### src/verilog/ins_decoder_pkg.sv
// decoder codes: status, operand source, alu op and form enums, class and micro-step structs
package ins_decoder_pkg;

    typedef logic [3:0] phase_t;  // run phase and phase count

    typedef enum logic [2:0] {
        st_nop       = 3'd0,
        st_ram_read  = 3'd1,
        st_rom_read  = 3'd2,
        st_process   = 3'd3,
        st_ram_write = 3'd4,
        st_get_ins   = 3'd5,
        st_not_done  = 3'd7
    } status_e;

    typedef enum logic [3:0] {
        src_a        = 4'd0,
        src_ram_data = 4'd1,
        src_rom_data = 4'd2,
        src_none     = 4'd7
    } data_src_e;

    typedef enum logic [3:0] {
        alu_none = 4'd0,
        alu_add  = 4'd1,
        alu_addc = 4'd2,
        alu_subb = 4'd3,
        alu_anl  = 4'd4,
        alu_orl  = 4'd5,
        alu_xrl  = 4'd6,
        alu_mov  = 4'd7,
        alu_inc  = 4'd8,
        alu_dec  = 4'd9,
        alu_clr  = 4'd10,
        alu_cpl  = 4'd11
    } alu_op_e;

    typedef enum logic [4:0] {
        f_nop,
        f_illegal,
        f_mov_rn_a,
        f_mov_ri_a,
        f_mov_dir_a,
        f_mov_rn_imm,
        f_mov_dir_imm,
        f_mov_dir_rn,
        f_mov_rn_dir,
        f_mov_dir_dir,
        f_unary_a,     // inc/dec/clr/cpl a
        f_unary_rn,
        f_unary_dir,
        f_alu_rn,      // a op= rn
        f_alu_ri,
        f_alu_imm,
        f_alu_dir
    } ins_form_e;

    typedef struct packed {
        ins_form_e   form;
        alu_op_e     op;        // only for unary/alu forms
        logic [7:0]  reg_addr;  // ram address of rn or ri in current bank
    } ins_class_t;

    typedef struct packed {
        status_e     status;
        data_src_e   a_src;
        data_src_e   b_src;
        alu_op_e     op;
        logic [7:0]  addr;
        logic        addr_from_tmp;  // use the temp address register
        logic        capture_tmp;    // load rom data into temp at next edge
    } micro_step_t;

    localparam micro_step_t step_idle = '{
        status:        st_nop,
        a_src:         src_none,
        b_src:         src_none,
        op:            alu_none,
        addr:          8'h00,
        addr_from_tmp: 1'b0,
        capture_tmp:   1'b0
    };

endpackage

### src/verilog/opcode_classifier.sv
// opcode classifier: opcode and psw bank to instruction form, alu op and register address
`timescale 1ns/1ps

module opcode_classifier (
    input  logic [7:0]                 instruction,
    input  logic [7:0]                 psw,
    output ins_decoder_pkg::ins_class_t ins_class
);
    import ins_decoder_pkg::*;

    logic [1:0] bank;
    logic [7:0] rn_addr;
    logic [7:0] ri_addr;
    logic       alu_group;
    ins_form_e  form;

    assign bank    = psw[4:3];  // rs1:rs0
    assign rn_addr = {3'b000, bank, instruction[2:0]};
    assign ri_addr = {3'b000, bank, 2'b00, instruction[0]};

    // high nibbles of the accumulator alu group
    assign alu_group = instruction[7:4] inside {4'h2, 4'h3, 4'h4, 4'h5, 4'h6, 4'h9, 4'hE};

    function automatic alu_op_e nibble_op(input logic [7:0] opc);
        alu_op_e op;
        case (opc[7:4])
            4'h0:       op = alu_inc;
            4'h1:       op = alu_dec;
            4'h2:       op = alu_add;
            4'h3:       op = alu_addc;
            4'h4:       op = alu_orl;
            4'h5:       op = alu_anl;
            4'h6:       op = alu_xrl;
            4'h9:       op = alu_subb;
            4'h7, 4'hE: op = alu_mov;  // 74 is mov a,#data
            default:    op = alu_none;
        endcase
        if (opc == 8'hE4) begin
            op = alu_clr;
        end else if (opc == 8'hF4) begin
            op = alu_cpl;
        end
        return op;
    endfunction

    always_comb begin
        form = f_illegal;
        casez (instruction)
            8'h00:       form = f_nop;
            8'b1111_1???: form = f_mov_rn_a;
            8'b1111_011?: form = f_mov_ri_a;
            8'hF5:       form = f_mov_dir_a;
            8'b0111_1???: form = f_mov_rn_imm;
            8'h75:       form = f_mov_dir_imm;
            8'b1000_1???: form = f_mov_dir_rn;
            8'b1010_1???: form = f_mov_rn_dir;
            8'h85:       form = f_mov_dir_dir;
            8'b000?_0100,
            8'hE4,
            8'hF4:       form = f_unary_a;
            8'b000?_1???: form = f_unary_rn;
            8'b000?_0101: form = f_unary_dir;
            8'h74:       form = f_alu_imm;
            default: begin
                if (alu_group) begin
                    casez (instruction[3:0])
                        4'b1???: form = f_alu_rn;
                        4'b011?: form = f_alu_ri;
                        4'b0100: form = f_alu_imm;
                        4'b0101: form = f_alu_dir;
                        default: form = f_illegal;
                    endcase
                end
            end
        endcase

        ins_class.form = form;
        if (form inside {f_unary_a, f_unary_rn, f_unary_dir,
                         f_alu_rn, f_alu_ri, f_alu_imm, f_alu_dir}) begin
            ins_class.op = nibble_op(instruction);
        end else begin
            ins_class.op = alu_none;
        end
        // bit 3 set means rn, else the ri encoding
        ins_class.reg_addr = instruction[3] ? rn_addr : ri_addr;
    end

endmodule

### src/verilog/phase_sequencer.sv
// phase sequencer: phase table per instruction form, one micro-step per run phase
`timescale 1ns/1ps

module phase_sequencer (
    input  ins_decoder_pkg::ins_class_t  ins_class,
    input  ins_decoder_pkg::phase_t      run_phase,
    input  logic [7:0]                   ram_data_register,
    input  logic [7:0]                   rom_data_register,
    output ins_decoder_pkg::phase_t      run_phase_init,
    output ins_decoder_pkg::micro_step_t step
);
    import ins_decoder_pkg::*;

    function automatic micro_step_t ram_read(input logic [7:0] addr);
        micro_step_t s;
        s        = step_idle;
        s.status = st_ram_read;
        s.addr   = addr;
        return s;
    endfunction

    function automatic micro_step_t rom_read(input logic capture);
        micro_step_t s;
        s             = step_idle;
        s.status      = st_rom_read;
        s.capture_tmp = capture;
        return s;
    endfunction

    function automatic micro_step_t ram_write(input data_src_e src, input logic [7:0] addr,
                                              input logic from_tmp);
        micro_step_t s;
        s               = step_idle;
        s.status        = st_ram_write;
        s.a_src         = src;  // a source only
        s.addr          = addr;
        s.addr_from_tmp = from_tmp;
        return s;
    endfunction

    function automatic micro_step_t process(input data_src_e a, input data_src_e b,
                                            input alu_op_e op);
        micro_step_t s;
        s        = step_idle;
        s.status = st_process;
        s.a_src  = a;
        s.b_src  = b;
        s.op     = op;
        return s;
    endfunction

    logic [7:0] rn;
    logic [7:0] dir;
    alu_op_e    op;

    assign rn  = ins_class.reg_addr;
    assign dir = rom_data_register;  // direct address fetched from rom
    assign op  = ins_class.op;

    always_comb begin
        run_phase_init = 4'd0;
        step           = step_idle;
        step.status    = st_not_done;  // phase outside 1..N

        case (ins_class.form)
            f_nop: begin
                step.status = st_nop;
            end
            f_mov_rn_a: begin
                run_phase_init = 4'd1;
                if (run_phase == 4'd1) step = ram_write(src_a, rn, 1'b0);
            end
            f_mov_ri_a: begin
                run_phase_init = 4'd2;
                case (run_phase)
                    4'd2: step = ram_read(rn);
                    4'd1: step = ram_write(src_a, ram_data_register, 1'b0);
                    default: ;
                endcase
            end
            f_mov_dir_a: begin
                run_phase_init = 4'd2;
                case (run_phase)
                    4'd2: step = rom_read(1'b0);
                    4'd1: step = ram_write(src_a, dir, 1'b0);
                    default: ;
                endcase
            end
            f_mov_rn_imm: begin
                run_phase_init = 4'd2;
                case (run_phase)
                    4'd2: step = rom_read(1'b0);
                    4'd1: step = ram_write(src_rom_data, rn, 1'b0);
                    default: ;
                endcase
            end
            f_mov_dir_imm: begin
                run_phase_init = 4'd3;
                case (run_phase)
                    4'd3: step = rom_read(1'b0);
                    4'd2: step = rom_read(1'b1);  // dest address into temp
                    4'd1: step = ram_write(src_rom_data, 8'h00, 1'b1);
                    default: ;
                endcase
            end
            f_mov_dir_rn: begin
                run_phase_init = 4'd3;
                case (run_phase)
                    4'd3: step = rom_read(1'b0);
                    4'd2: step = ram_read(rn);
                    4'd1: step = ram_write(src_ram_data, dir, 1'b0);
                    default: ;
                endcase
            end
            f_mov_rn_dir: begin
                run_phase_init = 4'd3;
                case (run_phase)
                    4'd3: step = rom_read(1'b0);
                    4'd2: step = ram_read(dir);
                    4'd1: step = ram_write(src_ram_data, rn, 1'b0);
                    default: ;
                endcase
            end
            f_mov_dir_dir: begin
                run_phase_init = 4'd4;
                case (run_phase)
                    4'd4: step = rom_read(1'b0);
                    4'd3: step = rom_read(1'b1);
                    4'd2: step = ram_read(dir);
                    4'd1: step = ram_write(src_ram_data, 8'h00, 1'b1);
                    default: ;
                endcase
            end
            f_unary_a: begin
                run_phase_init = 4'd1;
                if (run_phase == 4'd1) step = process(src_a, src_none, op);
            end
            f_unary_rn: begin
                run_phase_init = 4'd3;
                case (run_phase)
                    4'd3: step = ram_read(rn);
                    4'd2: step = process(src_ram_data, src_none, op);
                    4'd1: step = ram_write(src_ram_data, rn, 1'b0);
                    default: ;
                endcase
            end
            f_unary_dir: begin
                run_phase_init = 4'd4;
                case (run_phase)
                    4'd4: step = rom_read(1'b0);
                    4'd3: step = ram_read(dir);
                    4'd2: step = process(src_ram_data, src_none, op);
                    4'd1: step = ram_write(src_ram_data, dir, 1'b0);
                    default: ;
                endcase
            end
            f_alu_rn: begin
                run_phase_init = 4'd2;
                case (run_phase)
                    4'd2: step = ram_read(rn);
                    4'd1: step = process(src_a, src_ram_data, op);
                    default: ;
                endcase
            end
            f_alu_ri: begin
                run_phase_init = 4'd3;
                case (run_phase)
                    4'd3: step = ram_read(rn);
                    4'd2: step = ram_read(ram_data_register);  // follow the pointer
                    4'd1: step = process(src_a, src_ram_data, op);
                    default: ;
                endcase
            end
            f_alu_imm: begin
                run_phase_init = 4'd2;
                case (run_phase)
                    4'd2: step = rom_read(1'b0);
                    4'd1: step = process(src_a, src_rom_data, op);
                    default: ;
                endcase
            end
            f_alu_dir: begin
                run_phase_init = 4'd3;
                case (run_phase)
                    4'd3: step = rom_read(1'b0);
                    4'd2: step = ram_read(dir);
                    4'd1: step = process(src_a, src_ram_data, op);
                    default: ;
                endcase
            end
            default: begin
                step.status = st_get_ins;  // illegal opcode, skip it
            end
        endcase
    end

endmodule

### src/verilog/step_encoder.sv
// step encoder: temporary address register and control outputs from the micro-step
`timescale 1ns/1ps

module step_encoder (
    input  logic                         clk,
    input  logic                         rst_n,
    input  ins_decoder_pkg::micro_step_t step,
    input  logic [7:0]                   rom_data_register,
    output ins_decoder_pkg::status_e     next_status,
    output ins_decoder_pkg::data_src_e   a_data_from,
    output ins_decoder_pkg::data_src_e   b_data_from,
    output ins_decoder_pkg::alu_op_e     alu_op,
    output logic [7:0]                   addr_register_out
);

    logic [7:0] tmp_addr;

    // holds the destination byte of the direct-target moves
    always_ff @(posedge clk or negedge rst_n) begin
        if (!rst_n) begin
            tmp_addr <= 8'h00;
        end else if (step.capture_tmp) begin
            tmp_addr <= rom_data_register;  // repeats while phase is held
        end
    end

    always_comb begin
        next_status = step.status;
        a_data_from = step.a_src;
        b_data_from = step.b_src;
        alu_op      = step.op;
        if (step.addr_from_tmp) begin
            addr_register_out = tmp_addr;
        end else begin
            addr_register_out = step.addr;
        end
    end

endmodule

### src/verilog/ins_decoder_top.sv
// instruction decoder top: classifier, phase sequencer and step encoder
`timescale 1ns/1ps

module ins_decoder_top (
    input  logic                       clk,
    input  logic                       rst_n,
    input  logic [7:0]                 instruction,
    input  ins_decoder_pkg::phase_t    run_phase,
    input  logic [7:0]                 psw,
    input  logic [7:0]                 ram_data_register,
    input  logic [7:0]                 rom_data_register,
    output ins_decoder_pkg::phase_t    run_phase_init,
    output ins_decoder_pkg::status_e   next_status,
    output ins_decoder_pkg::data_src_e a_data_from,
    output ins_decoder_pkg::data_src_e b_data_from,
    output ins_decoder_pkg::alu_op_e   alu_op,
    output logic [7:0]                 addr_register_out
);
    import ins_decoder_pkg::*;

    ins_class_t  ins_class;
    micro_step_t step;

    opcode_classifier i_classifier (
        .instruction (instruction),
        .psw         (psw),
        .ins_class   (ins_class)
    );

    phase_sequencer i_sequencer (
        .ins_class         (ins_class),
        .run_phase         (run_phase),
        .ram_data_register (ram_data_register),
        .rom_data_register (rom_data_register),
        .run_phase_init    (run_phase_init),
        .step              (step)
    );

    step_encoder i_encoder (
        .clk               (clk),
        .rst_n             (rst_n),
        .step              (step),
        .rom_data_register (rom_data_register),
        .next_status       (next_status),
        .a_data_from       (a_data_from),
        .b_data_from       (b_data_from),
        .alu_op            (alu_op),
        .addr_register_out (addr_register_out)
    );

endmodule

### config.mk
export PLATFORM = sky130hd
export DESIGN_NAME = ins_decoder_top
export DESIGN_NICKNAME = d
export VERILOG_FILES = /design/src/verilog/ins_decoder_pkg.sv /design/src/verilog/opcode_classifier.sv /design/src/verilog/phase_sequencer.sv /design/src/verilog/step_encoder.sv /design/src/verilog/ins_decoder_top.sv
export SDC_FILE = /design/constraint.sdc
export NUM_CORES = 1
export LEC_CHECK = 0
export BUFFER_PORTS_ARGS = -buffer_cell sky130_fd_sc_hd__buf_2
export CELL_PAD_IN_SITES_DETAIL_PLACEMENT = 0
export CELL_PAD_IN_SITES_GLOBAL_PLACEMENT = 2
export CORE_MARGIN = 1
export CORE_UTILIZATION = 28
export DETAILED_ROUTE_END_ITERATION = 10
export PLACE_DENSITY_LB_ADDON = 0.12
export SLEW_MARGIN = 15
export SYNTH_ARGS = -nofsm -noshare
export SYNTH_HDL_FRONTEND = slang
export SYNTH_HIERARCHICAL = 1
export SYNTH_SLANG_ARGS = --single-unit
### constraint.sdc
create_clock -name clk -period 6.4 [get_ports clk]
set_input_delay 1.28 -clock clk [delete_from_list [all_inputs] [get_ports clk]]
set_output_delay 1.28 -clock clk [all_outputs]
set_load 0.02 [all_outputs]
After elaboration in Yosys (flattened, before gate mapping)
Memory sizes are Yosys's and may differ from the RTL's.
Index checks and enable logic that the tools add are counted.
{"block": "classes", "n_mux": 26, "reduce_logical": 9, "eq_ne": 43}
{"operator": "25-bit one-hot mux with 3 select lines", "n": 6}
{"operator": "22-bit one-hot mux with 15 select lines", "n": 1}
{"operator": "25-bit one-hot mux with 2 select lines", "n": 5}
{"operator": "25-bit one-hot mux with 4 select lines", "n": 2}
{"operator": "5-bit one-hot mux with 13 select lines", "n": 1}
{"operator": "3-bit one-hot mux with 16 select lines", "n": 1}
{"operator": "5-bit by 4-bit equality test with 1-bit output, second input constant", "n": 9}
{"operator": "8-bit equality test, second input constant", "n": 4}
{"operator": "25-bit 2-to-1 mux", "n": 1}
{"operator": "4-bit by 3-bit equality test with 1-bit output, second input constant", "n": 6}
{"operator": "24-bit 2-to-1 mux", "n": 1}
{"operator": "5-bit by 3-bit equality test with 1-bit output, second input constant", "n": 4}
{"operator": "5-bit equality test, second input constant", "n": 4}
{"operator": "5-bit one-hot mux with 4 select lines", "n": 1}
{"operator": "4-bit by 2-bit equality test with 1-bit output, second input constant", "n": 4}
{"operator": "8-bit by 7-bit equality test with 1-bit output, second input constant", "n": 2}
{"operator": "7-bit by 3-bit equality test with 1-bit output, second input constant", "n": 2}
{"operator": "7-bit nonzero test", "n": 2}
{"operator": "4-bit 2-to-1 mux", "n": 3}
{"operator": "3-bit one-hot mux with 4 select lines", "n": 1}
{"operator": "5-bit by 2-bit equality test with 1-bit output, second input constant", "n": 2}
{"operator": "4-bit by 1-bit equality test with 1-bit output, second input constant", "n": 2}
{"operator": "4-bit equality test, second input constant", "n": 2}
{"operator": "8-bit zero test", "n": 1}
{"operator": "other kinds (10)", "n": 11}
{"block": "totals", "reg_bits": 8, "word_cells": 80, "mem_bits_ro": 64, "inputBits": 38, "mem_count": 1}
{"memory": "(no name shown)", "words": 16, "word_bits": 4, "rd": 1, "rd_clocked_by_memory_dff": 0, "wr": 0, "line_no": "opcode_classifier.sv:26", "source": "case (opc[7:4])"}

Longest topological paths before layout
{"block": "logic_depth", "ltp_word": 10, "mapped_depth": 18, "ltp_nobuf": 14}

Hierarchy
The synthesis kept the hierarchy.
{"module": "phase_sequencer", "cells_per_inst": 276, "area_each_um2": 1724.2, "seq_area_each_um2": 0.0, "instances": 1}
{"module": "opcode_classifier", "cells_per_inst": 105, "area_each_um2": 728.2, "seq_area_each_um2": 0.0, "instances": 1}
{"module": "step_encoder", "cells_per_inst": 41, "area_each_um2": 575.6, "seq_area_each_um2": 200.2, "instances": 1}

Worst setup path after synthesis
No wires, ideal clock.
{"block": "synth_timing", "kind": "input -> output", "startpoint": "input port instruction[1]", "endpoint": "output port next_status[2]", "path_stages": 14, "t_arrival_ns": 4.101, "path_slack_ns": 1.019, "path_cell_list": "buf_4 -> nor4b_4 -> a21oi_1 -> o211ai_2 -> nand2b_1 -> mux2i_1 -> buf_4 -> buf_2 -> xnor2_1 -> nor3_1 -> o21ai_0 -> o311a_1 -> o2111ai_1 -> buf_4"}
{"element": "from (decl)", "line_no": "ins_decoder_top.sv:7", "source": "input logic [7:0] instruction,"}
{"element": "to (decl)", "line_no": "ins_decoder_top.sv:13", "source": "output ins_decoder_pkg::status_e next_status,"}

==> out/results.txt <==
post-CTS sizing - 0
Final Hold Fails - 0
Top reg by flops - i_encoder/tmp_addr
R2R Path End - i_encoder/tmp_addr[5]$_DFFE_PN0P_
post-CTS setup buffers - 0
CP endpoint kind - output pin
P_leak - 1.288 nW
biggest regs - i_encoder/tmp_addr: 8 flops
CTS root buffer - clkbuf_8
setup slack at placement - 0.07153 ns
Starting Density - 29.07%
sequential fraction of the synthesis area - 6.612%
# H-tree levels - 1
Post-CTS Hold Fix Bufs - 0
Global Route met3 Usage - 1.778%
Post-Route WL - 10570 um
RSZ-0062 raised after global routing - yes
critical-path maximum fanout - 14
Hold Startpoint - i_encoder/tmp_addr[6]$_DFFE_PN0P_
maximum clock path buffer count - 2
Die Wd - 106.0 um
Final WS setup - 0.2503 ns
Area after DPL - 0.003307 mm2
pwr/cell area - 133.2 mW/mm2
hold crit path type - reg -> reg
DIE AREA - 0.01123 mm2
hpwl dp - 7906 um
total track usage - 18.60%
period utilization - 96.09%
flop-to-flop setup slack - 5.63 ns
Final Power - 0.4470 mW
clk_lat worst skew - 0.23 ns
antenna violations before repair - 0
Worst Hold End - i_encoder/tmp_addr[6]$_DFFE_PN0P_
Worst-Margin Slew - 0.8374 ns
via count - 3406
Synth Flop Type - dfrtp_1
top cell type by total area after synthesis - mux2_4
CTS tree - done
delay-heaviest family, CP - simple AND/OR/NAND/NOR gates
worst-path cell chain - buf_2 -> ha_1 -> and3b_1 -> a32oi_1 -> o211ai_2 -> nand2b_1 -> mux2i_1 -> nand3b_1 -> nor2_2 -> a22oi_1 -> o22ai_1 -> a211oi_1 -> o221ai_2 -> mux2_4 -> buf_2
Crit path top cell by count - buf_2
Synth Area per Inst - 7.175 um2
post-synthesis async set-or-reset flop share - 100.0%
Crit path buffers/inverters - 2
Clk pin slew, worst setup/hold paths - 0.04 ns
worst hold stages - 1
Peak Freq - 0.1626 GHz
global route overflow - 0
run status - completed
# DRC - 0
peak supply drop - 0.1072 mV
Setup violations, final - 0
n_diodes - 0
Largest stage delay, worst path - 0.51 ns
CP startpoint - instruction[5]
gpl congestion - 0.8134
Area Growth Syn to Fin - 10.87%
Syn Inst Count - 422
crit start category - input pin
number of synthesis warnings - 6
max reg flops - 8
Final nets - 492
initial drt markers - 200
Crit Path Class - in -> out
total CTS buffers - 3
critical path's slowest cell - nor2_2
Port Buffer Count - 55
WP data required - 5.12 ns
max cap viols - 0
met1 Track Usage GR - 27.82%
core area - 0.01042 mm2
critical path arrival - 4.87 ns
pins over their slew limit - 0
num rows - 37
Synth cell types - 77
remaining antenna violation count - 0
Clock Sinks - 8
largest net degree at the start of global routing - 25
number of global-route vias before repair - 3110
post-DR wirelength/cell - 18.09 um
GR peak layer - met2
first-pass GRT wire length - 16890 um
Util after Layout - 32.23%
fraction of post-synthesis cell area in the top cell type by area - 7.934%
final worst path period need - 6.150 ns
Ports - 65
Yosys reg bits - 8
post-route cell area - 0.003357 mm2
skew final - 0 ns
die extent in y - 106.0 um
Synth area leaders - mux2_4 (7.9%), buf_4 (7.4%), a22oi_1 (6.7%), dfrtp_1 (6.6%), nor2_1 (4.7%)
DR vias/cell - 5.832
M2 GR Usage - 29.27%
layout cells sized above 1 - 27.90%
reg2reg start - i_encoder/tmp_addr[5]$_DFFE_PN0P_
synthesized area - 0.003028 mm2
EDFF count, synth - 0
Slew HR - 44.06%
r2r worst-path depth - 1
First-pass DRT Iterations - 5
-- cell families after synthesis --
group / share of synthesized area [%]
compound gates: 38.31
simple gates: 28.10
buf+inv: 13.97
mux: 10.25
flops: 6.612
fa+ha+maj: 1.653
xor+xnor: 0.8679
other cells: 0.2480
-- worst max path at each step --
stage,to,slack (ns),depth (start not counted)
floorplan,next_status[2],1.02,14
CTS,addr_register_out[0],0.05,15
global route,addr_register_out[0],-0.06,15
global placement,addr_register_out[0],0.07,15
finish,addr_register_out[0],0.25,15
detailed placement,addr_register_out[0],0.07,15
-- synth_stat cells (3+ instances only) --
master	number
o31ai_1	5
a211o_1	3
mux2i_1	7
nand2_1	28
mux2_4	16
nand2b_1	7
ha_1	4
nor4_1	5
clkbuf_1	8
nand3b_1	5
o221ai_1	5
buf_2	17
o22ai_1	7
a32oi_1	5
a211oi_1	4
o211ai_1	5
a31oi_1	6
o21ai_0	27
and2_1	3
nor2b_1	14
or3_1	3
xnor2_1	3
buf_6	4
inv_1	9
a21boi_0	3
dfrtp_1	8
a222oi_1	4
nor3_1	12
a21oi_1	21
o21a_1	5
a22oi_1	27
nand3_1	11
a22o_1	7
nor2_1	38
buf_4	30
o21ai_1	5
-- area by class of cell --
class | instances | area, um2
clock buffer | 3 | 41.29
fill | 1162 | 7059
inverter | 9 | 33.78
multi-input combinational | 349 | 2456
sequential | 8 | 200.2
tap | 136 | 170.2
timing repair buffer | 79 | 455.4
-- stage by stage --
step                      hold slack, ns  std cells  setup TNS (ns)
after global placement            0.4939        581               0
after CTS                         0.5077        584               0
after floorplan                   0.4822        426               0
final                             0.5062        584               0
after detailed placement          0.4985        581               0
after global routing              0.5164        584         -0.1303
-- metal layers --
layer	part of all wire, %	wire length, um
met3	5.0	531
met1	49	5169
met5	0	0
met2	45	4783
met4	0.78	82
-- power breakdown --
| part | total (mW) | switching [mW] | internal (mW) |
|---|---|---|---|
| logic | 0.312 | 0.186 | 0.126 |
| clock network | 0.0623 | 0.0214 | 0.0409 |
| registers | 0.0728 | 0.00787 | 0.0650 |
-- placed cells by master (no fill, tap or decap), types with 8 or more instances in the layout --
cell,count
mux2_4,16
nand2_1,28
o21ai_0,27
buf_2,55
nor2b_1,14
a22oi_1,27
nor2_1,37
buf_4,24
nand3_1,11
nor3_1,11
dfrtp_1,8
inv_1,9
a21oi_1,21
Power figures use the tool's default switching activity.
